<file path="src/hdl/rv32_pkg.sv">
// Shared widths, opcodes and funct3 codes for the RV32I core
// Base integer subset only; there are no C or M extension codes here
// The instruction word is one 32-bit packed union read in six formats
`default_nettype none

package rv32_pkg;

	localparam int xlen = 32;        // Data and address width
	localparam int reg_addr_w = 5;   // Register index width

	// Major opcodes, instruction bits [6:0]
	localparam logic [6:0] op_lui    = 7'b0110111;
	localparam logic [6:0] op_auipc  = 7'b0010111;
	localparam logic [6:0] op_jal    = 7'b1101111;
	localparam logic [6:0] op_jalr   = 7'b1100111;
	localparam logic [6:0] op_branch = 7'b1100011;
	localparam logic [6:0] op_load   = 7'b0000011;
	localparam logic [6:0] op_store  = 7'b0100011;
	localparam logic [6:0] op_imm    = 7'b0010011;
	localparam logic [6:0] op_reg    = 7'b0110011;

	localparam logic [2:0] f3_beq  = 3'b000;   // Branch compares
	localparam logic [2:0] f3_bne  = 3'b001;
	localparam logic [2:0] f3_blt  = 3'b100;
	localparam logic [2:0] f3_bge  = 3'b101;
	localparam logic [2:0] f3_bltu = 3'b110;
	localparam logic [2:0] f3_bgeu = 3'b111;

	localparam logic [2:0] f3_add  = 3'b000;   // ADD, SUB, ADDI
	localparam logic [2:0] f3_sll  = 3'b001;
	localparam logic [2:0] f3_slt  = 3'b010;
	localparam logic [2:0] f3_sltu = 3'b011;
	localparam logic [2:0] f3_xor  = 3'b100;
	localparam logic [2:0] f3_sr   = 3'b101;   // SRL or SRA by funct7[5]
	localparam logic [2:0] f3_or   = 3'b110;
	localparam logic [2:0] f3_and  = 3'b111;

	// opcode, rd, rs1 and rs2 sit at the same bits in every format
	typedef union packed
	{
		struct packed
		{
			logic [6:0] funct7;
			logic [4:0] rs2;
			logic [4:0] rs1;
			logic [2:0] funct3;
			logic [4:0] rd;
			logic [6:0] opcode;
		} r;
		struct packed
		{
			logic [11:0] imm;
			logic [4:0]  rs1;
			logic [2:0]  funct3;
			logic [4:0]  rd;
			logic [6:0]  opcode;
		} i;
		struct packed
		{
			logic [6:0] imm_hi;
			logic [4:0] rs2;
			logic [4:0] rs1;
			logic [2:0] funct3;
			logic [4:0] imm_lo;
			logic [6:0] opcode;
		} s;
		struct packed
		{
			logic       imm_12;
			logic [5:0] imm_10_5;
			logic [4:0] rs2;
			logic [4:0] rs1;
			logic [2:0] funct3;
			logic [3:0] imm_4_1;
			logic       imm_11;
			logic [6:0] opcode;
		} b;
		struct packed
		{
			logic [19:0] imm;
			logic [4:0]  rd;
			logic [6:0]  opcode;
		} u;
		struct packed
		{
			logic       imm_20;
			logic [9:0] imm_10_1;
			logic       imm_11;
			logic [7:0] imm_19_12;
			logic [4:0] rd;
			logic [6:0] opcode;
		} j;
	} instr_word_t;

endpackage

`default_nettype wire

</file>
<file path="src/hdl/alu.sv">
// Combinational RV32I execute unit, decodes the instruction word itself
// Gives the write-back value, the load/store address and the branch decision
// Results for opcodes outside the base set are don't-care
`timescale 1ns/1ps
`default_nettype none

module alu (
	input  rv32_pkg::instr_word_t       instr,
	input  logic [rv32_pkg::xlen-1:0]   pc,
	input  logic [rv32_pkg::xlen-1:0]   rs1_data,
	input  logic [rv32_pkg::xlen-1:0]   rs2_data,
	output logic [rv32_pkg::xlen-1:0]   alu_result,
	output logic [rv32_pkg::xlen-1:0]   mem_address,
	output logic                        branch_taken
);
	import rv32_pkg::*;

	logic [xlen-1:0] imm_i;
	logic [xlen-1:0] imm_s;
	logic [xlen-1:0] imm_u;
	logic [xlen-1:0] operand_b;
	logic [4:0]      shamt;
	logic            is_sub;
	logic [xlen-1:0] arith;

	assign imm_i = {{20{instr.i.imm[11]}}, instr.i.imm};
	assign imm_s = {{20{instr.s.imm_hi[6]}}, instr.s.imm_hi, instr.s.imm_lo};
	assign imm_u = {instr.u.imm, 12'h000};
	assign operand_b = (instr.r.opcode == op_reg) ? rs2_data : imm_i;
	assign shamt = operand_b[4:0];
	// ADDI has no SUB form, bit 30 is just immediate there
	assign is_sub = instr.r.funct7[5] && (instr.r.opcode == op_reg);

	always_comb
	begin
		case (instr.r.funct3)
			f3_add:  arith = is_sub ? rs1_data - operand_b : rs1_data + operand_b;
			f3_sll:  arith = rs1_data << shamt;
			f3_slt:  arith = {{(xlen-1){1'b0}}, $signed(rs1_data) < $signed(operand_b)};
			f3_sltu: arith = {{(xlen-1){1'b0}}, rs1_data < operand_b};
			f3_xor:  arith = rs1_data ^ operand_b;
			f3_sr:   arith = instr.r.funct7[5] ? $unsigned($signed(rs1_data) >>> shamt)
			                                   : rs1_data >> shamt;
			f3_or:   arith = rs1_data | operand_b;
			default: arith = rs1_data & operand_b;   // f3_and
		endcase
	end

	always_comb
	begin
		case (instr.r.opcode)
			op_lui:          alu_result = imm_u;
			op_auipc:        alu_result = pc + imm_u;
			op_jal, op_jalr: alu_result = pc + 32'd4;   // Link value
			default:         alu_result = arith;
		endcase
	end

	assign mem_address = rs1_data + ((instr.r.opcode == op_store) ? imm_s : imm_i);

	always_comb
	begin
		branch_taken = 1'b0;
		if (instr.b.opcode == op_branch)
		begin
			case (instr.b.funct3)
				f3_beq:  branch_taken = (rs1_data == rs2_data);
				f3_bne:  branch_taken = (rs1_data != rs2_data);
				f3_blt:  branch_taken = ($signed(rs1_data) < $signed(rs2_data));
				f3_bge:  branch_taken = ($signed(rs1_data) >= $signed(rs2_data));
				f3_bltu: branch_taken = (rs1_data < rs2_data);
				f3_bgeu: branch_taken = (rs1_data >= rs2_data);
				default: branch_taken = 1'b0;
			endcase
		end
	end

endmodule

`default_nettype wire

</file>
<file path="src/hdl/core_control.sv">
// Bus and instruction sequencer for the RV32I core
// Never more than one access in flight; req rises again only after ack is seen low
// Every load is treated as LW and every store as SW
// Unknown opcodes pass through execute as no-ops
`timescale 1ns/1ps
`default_nettype none

module core_control #(
	parameter logic [31:0] RESET_VECTOR = 32'h0000_0000
)(
	input  logic                        clk,
	input  logic                        rst,
	output logic                        mem_req,
	output logic                        mem_we,
	output logic [rv32_pkg::xlen-1:0]   mem_addr,
	output logic [rv32_pkg::xlen-1:0]   mem_wdata,
	input  logic                        mem_ack,
	input  logic [rv32_pkg::xlen-1:0]   mem_rdata,
	input  logic [rv32_pkg::xlen-1:0]   pc,
	input  logic [rv32_pkg::xlen-1:0]   alu_result,
	input  logic [rv32_pkg::xlen-1:0]   mem_address,
	input  logic [rv32_pkg::xlen-1:0]   rs2_data,
	output rv32_pkg::instr_word_t       instr,
	output logic                        reg_we,
	output logic [rv32_pkg::xlen-1:0]   wr_data,
	output logic                        pc_update
);
	import rv32_pkg::*;

	localparam logic [2:0] fetch_req      = 3'd0;
	localparam logic [2:0] fetch_wait_low = 3'd1;
	localparam logic [2:0] execute        = 3'd2;
	localparam logic [2:0] data_req       = 3'd3;
	localparam logic [2:0] data_wait_low  = 3'd4;
	localparam logic [2:0] load_write     = 3'd5;

	// LUI into x0 carrying the upper vector bits, harmless if it retires
	localparam logic [31:0] boot_word = {RESET_VECTOR[31:12], 5'd0, op_lui};

	logic [2:0]      state;
	logic [xlen-1:0] load_data;
	logic            is_load;
	logic            is_store;
	logic            writes_rd;

	assign is_load = (instr.r.opcode == op_load);
	assign is_store = (instr.r.opcode == op_store);

	always_comb
	begin
		case (instr.r.opcode)
			op_lui, op_auipc, op_jal, op_jalr, op_imm, op_reg, op_load:
				writes_rd = (instr.r.rd != 5'd0);   // x0 writes dropped here
			default:
				writes_rd = 1'b0;
		endcase
	end

	always_ff @(posedge clk)
	begin
		if (rst)
		begin
			state <= load_write;   // Exit path that leaves pc alone
			instr <= boot_word;
		end
		else
		begin
			case (state)
				fetch_req:
				begin
					if (mem_ack)
					begin
						instr <= mem_rdata;   // Captured on the first ack edge
						state <= fetch_wait_low;
					end
				end
				fetch_wait_low:
				begin
					if (!mem_ack)
						state <= execute;
				end
				execute:
				begin
					if (is_load || is_store)
						state <= data_req;
					else
						state <= fetch_req;
				end
				data_req:
				begin
					if (mem_ack)
						state <= data_wait_low;
				end
				data_wait_low:
				begin
					if (!mem_ack)
						state <= is_load ? load_write : fetch_req;
				end
				default:
					state <= fetch_req;   // load_write and unused codes
			endcase
		end
	end

	always_ff @(posedge clk)
	begin
		if (state == data_req && mem_ack && is_load)
			load_data <= mem_rdata;
	end

	assign mem_req = (state == fetch_req) || (state == data_req);
	assign mem_we = (state == data_req) && is_store;
	assign mem_addr = (state == data_req) ? {mem_address[xlen-1:2], 2'b00}
	                                      : {pc[xlen-1:2], 2'b00};
	assign mem_wdata = rs2_data;

	assign wr_data = (state == load_write) ? load_data : alu_result;
	assign reg_we = writes_rd && (((state == execute) && !is_load) || (state == load_write));
	// Stores hold pc until their data handshake has fully closed
	assign pc_update = ((state == execute) && !is_store)
	                || ((state == data_wait_low) && is_store && !mem_ack);

endmodule

`default_nettype wire

</file>
<file path="src/hdl/pc_unit.sv">
// Program counter and next-PC select for the RV32I core
// pc only moves on the edge after a pc_update strobe
// Targets are not checked for alignment
`timescale 1ns/1ps
`default_nettype none

module pc_unit #(
	parameter logic [31:0] RESET_VECTOR = 32'h0000_0000
)(
	input  logic                        clk,
	input  logic                        rst,
	input  logic                        pc_update,
	input  rv32_pkg::instr_word_t       instr,
	input  logic [rv32_pkg::xlen-1:0]   rs1_data,
	input  logic                        branch_taken,
	output logic [rv32_pkg::xlen-1:0]   pc
);
	import rv32_pkg::*;

	logic [xlen-1:0] pc_plus4;
	logic [xlen-1:0] imm_b;
	logic [xlen-1:0] imm_j;
	logic [xlen-1:0] jalr_sum;
	logic [xlen-1:0] pc_next;

	assign pc_plus4 = pc + 32'd4;
	assign imm_b = {{19{instr.b.imm_12}}, instr.b.imm_12, instr.b.imm_11,
	                instr.b.imm_10_5, instr.b.imm_4_1, 1'b0};
	assign imm_j = {{11{instr.j.imm_20}}, instr.j.imm_20, instr.j.imm_19_12,
	                instr.j.imm_11, instr.j.imm_10_1, 1'b0};
	assign jalr_sum = rs1_data + {{20{instr.i.imm[11]}}, instr.i.imm};

	always_comb
	begin
		case (instr.r.opcode)
			op_jal:    pc_next = pc + imm_j;
			op_jalr:   pc_next = {jalr_sum[xlen-1:1], 1'b0};   // Bit 0 cleared
			op_branch: pc_next = branch_taken ? pc + imm_b : pc_plus4;
			default:   pc_next = pc_plus4;
		endcase
	end

	always_ff @(posedge clk)
	begin
		if (rst)
			pc <= RESET_VECTOR;
		else if (pc_update)
			pc <= pc_next;
	end

endmodule

`default_nettype wire

</file>
<file path="src/hdl/reg_file.sv">
// RV32I register file, x1 to x31 plus a hard-wired zero x0
// Two combinational read ports, one write port on the rising edge
`timescale 1ns/1ps
`default_nettype none

module reg_file (
	input  logic                              clk,
	input  logic                              rst,
	input  logic [rv32_pkg::reg_addr_w-1:0]   rs1_addr,
	input  logic [rv32_pkg::reg_addr_w-1:0]   rs2_addr,
	input  logic [rv32_pkg::reg_addr_w-1:0]   rd_addr,
	input  logic                              reg_we,
	input  logic [rv32_pkg::xlen-1:0]         wr_data,
	output logic [rv32_pkg::xlen-1:0]         rs1_data,
	output logic [rv32_pkg::xlen-1:0]         rs2_data
);
	import rv32_pkg::*;

	logic [xlen-1:0] regs [1:31];   // No storage behind x0

	always_ff @(posedge clk)
	begin
		if (rst)
		begin
			for (int k = 1; k < 32; k++)
				regs[k] <= '0;
		end
		else if (reg_we && (rd_addr != '0))
			regs[rd_addr] <= wr_data;
	end

	assign rs1_data = (rs1_addr == '0) ? '0 : regs[rs1_addr];
	assign rs2_data = (rs2_addr == '0) ? '0 : regs[rs2_addr];

endmodule

`default_nettype wire

</file>
<file path="src/hdl/rv32_core.sv">
// RV32I core top level on a single shared memory bus
// Four-phase req/ack handshake, one access at a time; ack may be delayed freely
// Word accesses only, mem_addr[1:0] always reads zero
// Each instruction takes one fetch handshake plus one execute cycle,
// LW and SW add a second handshake
`timescale 1ns/1ps
`default_nettype none

module rv32_core #(
	parameter logic [31:0] RESET_VECTOR = 32'h0000_0000
)(
	input  logic                        clk,
	input  logic                        rst,
	output logic                        mem_req,
	output logic                        mem_we,
	output logic [rv32_pkg::xlen-1:0]   mem_addr,
	output logic [rv32_pkg::xlen-1:0]   mem_wdata,
	input  logic                        mem_ack,
	input  logic [rv32_pkg::xlen-1:0]   mem_rdata
);
	import rv32_pkg::*;

	instr_word_t     instr;
	logic            reg_we;
	logic [xlen-1:0] wr_data;
	logic            pc_update;
	logic [xlen-1:0] pc;
	logic [xlen-1:0] rs1_data;
	logic [xlen-1:0] rs2_data;
	logic [xlen-1:0] alu_result;
	logic [xlen-1:0] mem_address;
	logic            branch_taken;

	core_control #(
		.RESET_VECTOR(RESET_VECTOR)
	) core_control_inst (
		.clk         (clk),
		.rst         (rst),
		.mem_req     (mem_req),
		.mem_we      (mem_we),
		.mem_addr    (mem_addr),
		.mem_wdata   (mem_wdata),
		.mem_ack     (mem_ack),
		.mem_rdata   (mem_rdata),
		.pc          (pc),
		.alu_result  (alu_result),
		.mem_address (mem_address),
		.rs2_data    (rs2_data),
		.instr       (instr),
		.reg_we      (reg_we),
		.wr_data     (wr_data),
		.pc_update   (pc_update)
	);

	reg_file reg_file_inst (
		.clk      (clk),
		.rst      (rst),
		.rs1_addr (instr.r.rs1),
		.rs2_addr (instr.r.rs2),
		.rd_addr  (instr.r.rd),
		.reg_we   (reg_we),
		.wr_data  (wr_data),
		.rs1_data (rs1_data),
		.rs2_data (rs2_data)
	);

	alu alu_inst (
		.instr        (instr),
		.pc           (pc),
		.rs1_data     (rs1_data),
		.rs2_data     (rs2_data),
		.alu_result   (alu_result),
		.mem_address  (mem_address),
		.branch_taken (branch_taken)
	);

	pc_unit #(
		.RESET_VECTOR(RESET_VECTOR)
	) pc_unit_inst (
		.clk          (clk),
		.rst          (rst),
		.pc_update    (pc_update),
		.instr        (instr),
		.rs1_data     (rs1_data),
		.branch_taken (branch_taken),
		.pc           (pc)
	);

endmodule

`default_nettype wire

</file>
<file path="config.mk">
export PLATFORM = sky130hd
export DESIGN_NAME = rv32_core
export DESIGN_NICKNAME = d
export VERILOG_FILES = /design/src/hdl/rv32_pkg.sv /design/src/hdl/alu.sv /design/src/hdl/core_control.sv /design/src/hdl/pc_unit.sv /design/src/hdl/reg_file.sv /design/src/hdl/rv32_core.sv
export SDC_FILE = /design/constraint.sdc
export NUM_CORES = 2
export LEC_CHECK = 0
export BUFFER_PORTS_ARGS = -buffer_cell sky130_fd_sc_hd__buf_2
export CAP_MARGIN = 30
export CORE_UTILIZATION = 31
export CTS_BUF_LIST = sky130_fd_sc_hd__clkbuf_16
export DETAILED_ROUTE_END_ITERATION = 10
export MAX_ROUTING_LAYER = met4
export SYNTH_ARGS = -nofsm -noshare
export SYNTH_HDL_FRONTEND = slang
export SYNTH_HIERARCHICAL = 1
export SYNTH_SLANG_ARGS = --single-unit
</file>
<file path="constraint.sdc">
create_clock -name clk -period 18.7 [get_ports clk]
set_clock_uncertainty 0.05 [all_clocks]
set_input_delay 2.805 -clock clk [delete_from_list [all_inputs] [get_ports clk]]
set_output_delay 2.805 -clock clk [all_outputs]
set_load 0.01 [all_outputs]
</file>
==> results.sh <==
export IMPL_dp_hpwl_um=226900
export IMPL_hold_viol_final=0
export IMPL_power_density_nw_per_um2=75.06
export IMPL_cts_resized=0
export IMPL_design_core_area_um2=251400
export IMPL_worst_hold_slack_ns=0.4248
export IMPL_cts_setup_buffers=0
export IMPL_synthCells=7085
export IMPL_outcome="finished, violations left"
export IMPL_holdCritPathClass="flip-flop to flip-flop"
export IMPL_synth_area_mux_share_pct=18.12
export IMPL_synth_compound_area_share_pct=13.42
export IMPL_drcViolationCount=40
export IMPL_synth_top_area_share_pct=40.46
export IMPL_power_switching_mw=1.940
export IMPL_clock_latency_ns=0.84
export IMPL_yosys_area_share_simple_pct=15.70
export IMPL_ir_worst_vdd_uv=73.10
export IMPL_combPwrFrac_pct=17.1
export IMPL_start_util_pct=31.17
export IMPL_via_count=64430
export IMPL_drive_gt1_share_pct=17.29
export IMPL_postCtsHoldBufs=0
export IMPL_grt_pass1_vias=61500
export IMPL_h_tree_depth=4
export IMPL_internal_power_mw=4.646
export IMPL_cts_tree="built"
export IMPL_place_congestion=1.035
export IMPL_multi_input_comb_area_um2=42390
export IMPL_clock_path_buffers=3
export IMPL_p_sw_share_pct=29.46
export IMPL_setup_tns_ns=0
export IMPL_synth_top_family_by_area="multiplexers"
export IMPL_seq_power_share_pct=43.8
export IMPL_rows=184
export IMPL_antenna_found_initial=27
export IMPL_synth_area_leaders="edfxtp_1 40%, mux4_2 11%, and2_1 8.2%"
export IMPL_power_share_clock_pct=39.1
export IMPL_synth_main_ff_cell="edfxtp_1"
export IMPL_ys_ff_latch=1122
export IMPL_grt_usage_pct=26.13
export IMPL_syn_area_um2=78370
export IMPL_leakage_nw=31.74
export IMPL_synth_cell_types=104
export IMPL_drtAntennaViolNets=0
export IMPL_io_pins=101
export IMPL_avgViaCountPerCell=6.145
export IMPL_drt_iter0_drc=8619
export IMPL_postSynthAreaPerCell_um2=11.06
export IMPL_startpoint_type="flip-flop"
export IMPL_period_needed_ns=11.03
export IMPL_regArea_um2=33060
export IMPL_worstPathMaxFanout=32
export IMPL_dieArea_um2=254800
export IMPL_async_reset_ff_share_pct=0
export IMPL_cts_buffers=130
export IMPL_dr_pass1_iters=11
export IMPL_cts_root_buf="clkbuf_16"
export IMPL_finalWirelength_um=335300
export IMPL_rsz0062_at_grt="no"
export IMPL_cts_sinks=1122
export IMPL_placed_cell_area_um2=83300
export IMPL_critPathKind="flip-flop to output port"
export IMPL_synth_fa_ha_area_share_pct=4.113
export IMPL_violations="design-rule violations"
export IMPL_port_buffers=98
export IMPL_ys_top_cells_by_count="1056 x edfxtp_1, 1021 x and2_1, 451 x mux2i_1"
export IMPL_clock_fmax_mhz=90.68
export IMPL_yosysTopAreaCell="edfxtp_1"
export IMPL_synthToLayoutAreaGrowth_pct=11.95
export IMPL_cp_required_ns=15.85
export IMPL_clk_pin_slew_ns=0.06
export IMPL_synth_most_common_cell="edfxtp_1"
export IMPL_yosysSeqAreaShare_pct=42.15
export IMPL_wl_per_cell_um=31.98
export IMPL_grt_max_degree=121
export IMPL_synth_edff_count=1056
export IMPL_slew_viol_final=0
export IMPL_die_h_um=504.8
export IMPL_worst_slew_pin_slew_ns=1.236
export IMPL_setup_violations=0
export IMPL_cp_end_kind="output port"
export IMPL_synth_xor_area_share_pct=1.889
export IMPL_p_total_mw=6.586
export IMPL_stdcell_area_um2=87740
export IMPL_yosysWarningCount=6
export IMPL_grt_overflow_total=0
export IMPL_grt_first_pass_wirelength_um=465900
export IMPL_slew_headroom_pct=17.41
export IMPL_fillCellCount=24780
export IMPL_period_share_pct=58.97
export IMPL_nets=7305
export IMPL_die_x_um=504.8
export IMPL_critPathArrivalTime_ns=8.17
export IMPL_max_cap_violations=0
## registers in the layout (all words and copies together) (netlist names)
name                         cells
reg_file_inst/regs            1024
core_control_inst/state          3
core_control_inst/load_data     32
core_control_inst/instr         32
pc_unit_inst/pc                 31
## power by group through the flow
stage | combinational, mW | sequential (mW) | clock, mW
after global placement | 1.06 | 2.93 | 0
after global routing | 1.16 | 2.89 | 2.68
after floorplan | 0.662 | 2.91 | 0
after CTS | 1.09 | 2.88 | 2.59
after detailed placement | 1.08 | 2.93 | 0
final | 1.13 | 2.88 | 2.58
## placed cells by master, fill, tap and decap left out, drive strengths merged, types with 33 or more instances in the layout
master   instances
a2111oi         66
a211oi          96
a21o           117
a21oi          368
a221oi          33
a22o            56
a22oi          126
a31oi           47
and2          1023
and3            43
buf            406
clkbuf         132
clkinv          43
conb            35
dfxtp           66
edfxtp        1056
ha             248
inv            203
mux2           114
mux2i          451
mux4           373
nand2          343
nand3           81
nand4           54
nor2           289
nor2b           83
nor3           110
nor4            52
o211ai          45
o21a            39
o21ai          259
o22ai           97
or2             46
xnor2          110
xor2            59
## final cells by class
cell class              count  share of cell area (%)
well taps                3348                   4.774
clock inverters            99                   1.040
inverters                 163                  0.7030
flip-flops and latches   1122                   37.68
repair buffers            410                   3.662
multi-input cells        5189                   48.32
clock buffers             132                   3.765
diodes                     22                 0.06275
## path summary, 6_finish.rpt
| path | startpoint | endpoint | slack [ns] | depth (start not counted) |
|---|---|---|---|---|
| setup reg to reg | core_control_inst/instr[22] | reg_file_inst/regs[25][27] | 8.28 | 25 |
| setup / recovery | core_control_inst/instr[16] | mem_addr[31] | 7.67 | 21 |
| hold reg to reg | core_control_inst/instr[25] | core_control_inst/instr[25] | 0.42 | 2 |
| hold / removal | core_control_inst/instr[25] | core_control_inst/instr[25] | 0.42 | 2 |
## worst max-delay path: stages (launching register included)
cell	delay (ns)
dfxtp_4	0.67
buf_4	0.68
buf_4	0.65
mux4_2	0.57
nor2b_1	0.14
a211oi_1	0.90
nor4_2	0.13
buf_4	0.27
ha_1	0.39
nand2_1	0.07
o21ai_0	0.35
o211ai_1	0.20
o21ai_0	0.41
or3_1	0.21
nand4_1	0.11
a311oi_1	0.47
a21bo_2	0.25
a311o_1	0.17
a21oi_1	0.08
xnor2_1	0.13
mux2_2	0.27
buf_2	0.14
## cells by family after synthesis
| kind of cell | after synthesis |
|---|---|
| and+or+nand+nor | 2233 |
| AOI/OAI and AO/OA | 1560 |
| DFF | 1122 |
| muxes | 938 |
| buffers and inverters | 806 |
| adders and majority gates | 254 |
| xor gates and xnor gates | 169 |
| other | 3 |
## routing by layer
layer	wire length, µm	GRT usage, %	vias to the layer above
met5	0	-	-
met2	152600	40.45	4417
met3	36620	5.877	956
li1	-	-	26640
met1	125500	31.59	32420
met4	20580	14.13	0
## metrics by stage
step | cells | utilization (%) | setup slack (ns)
finish | 10490 | 34.90 | 7.672
global route | 10480 | 34.89 | 7.350
CTS | 10450 | 34.81 | 7.896
floorplan | 7117 | - | 10.52
detailed placement | 10220 | 33.13 | 8.540
global placement | 10200 | 32.97 | 8.558
No activity file was read; power rests on OpenSTA's default activity.
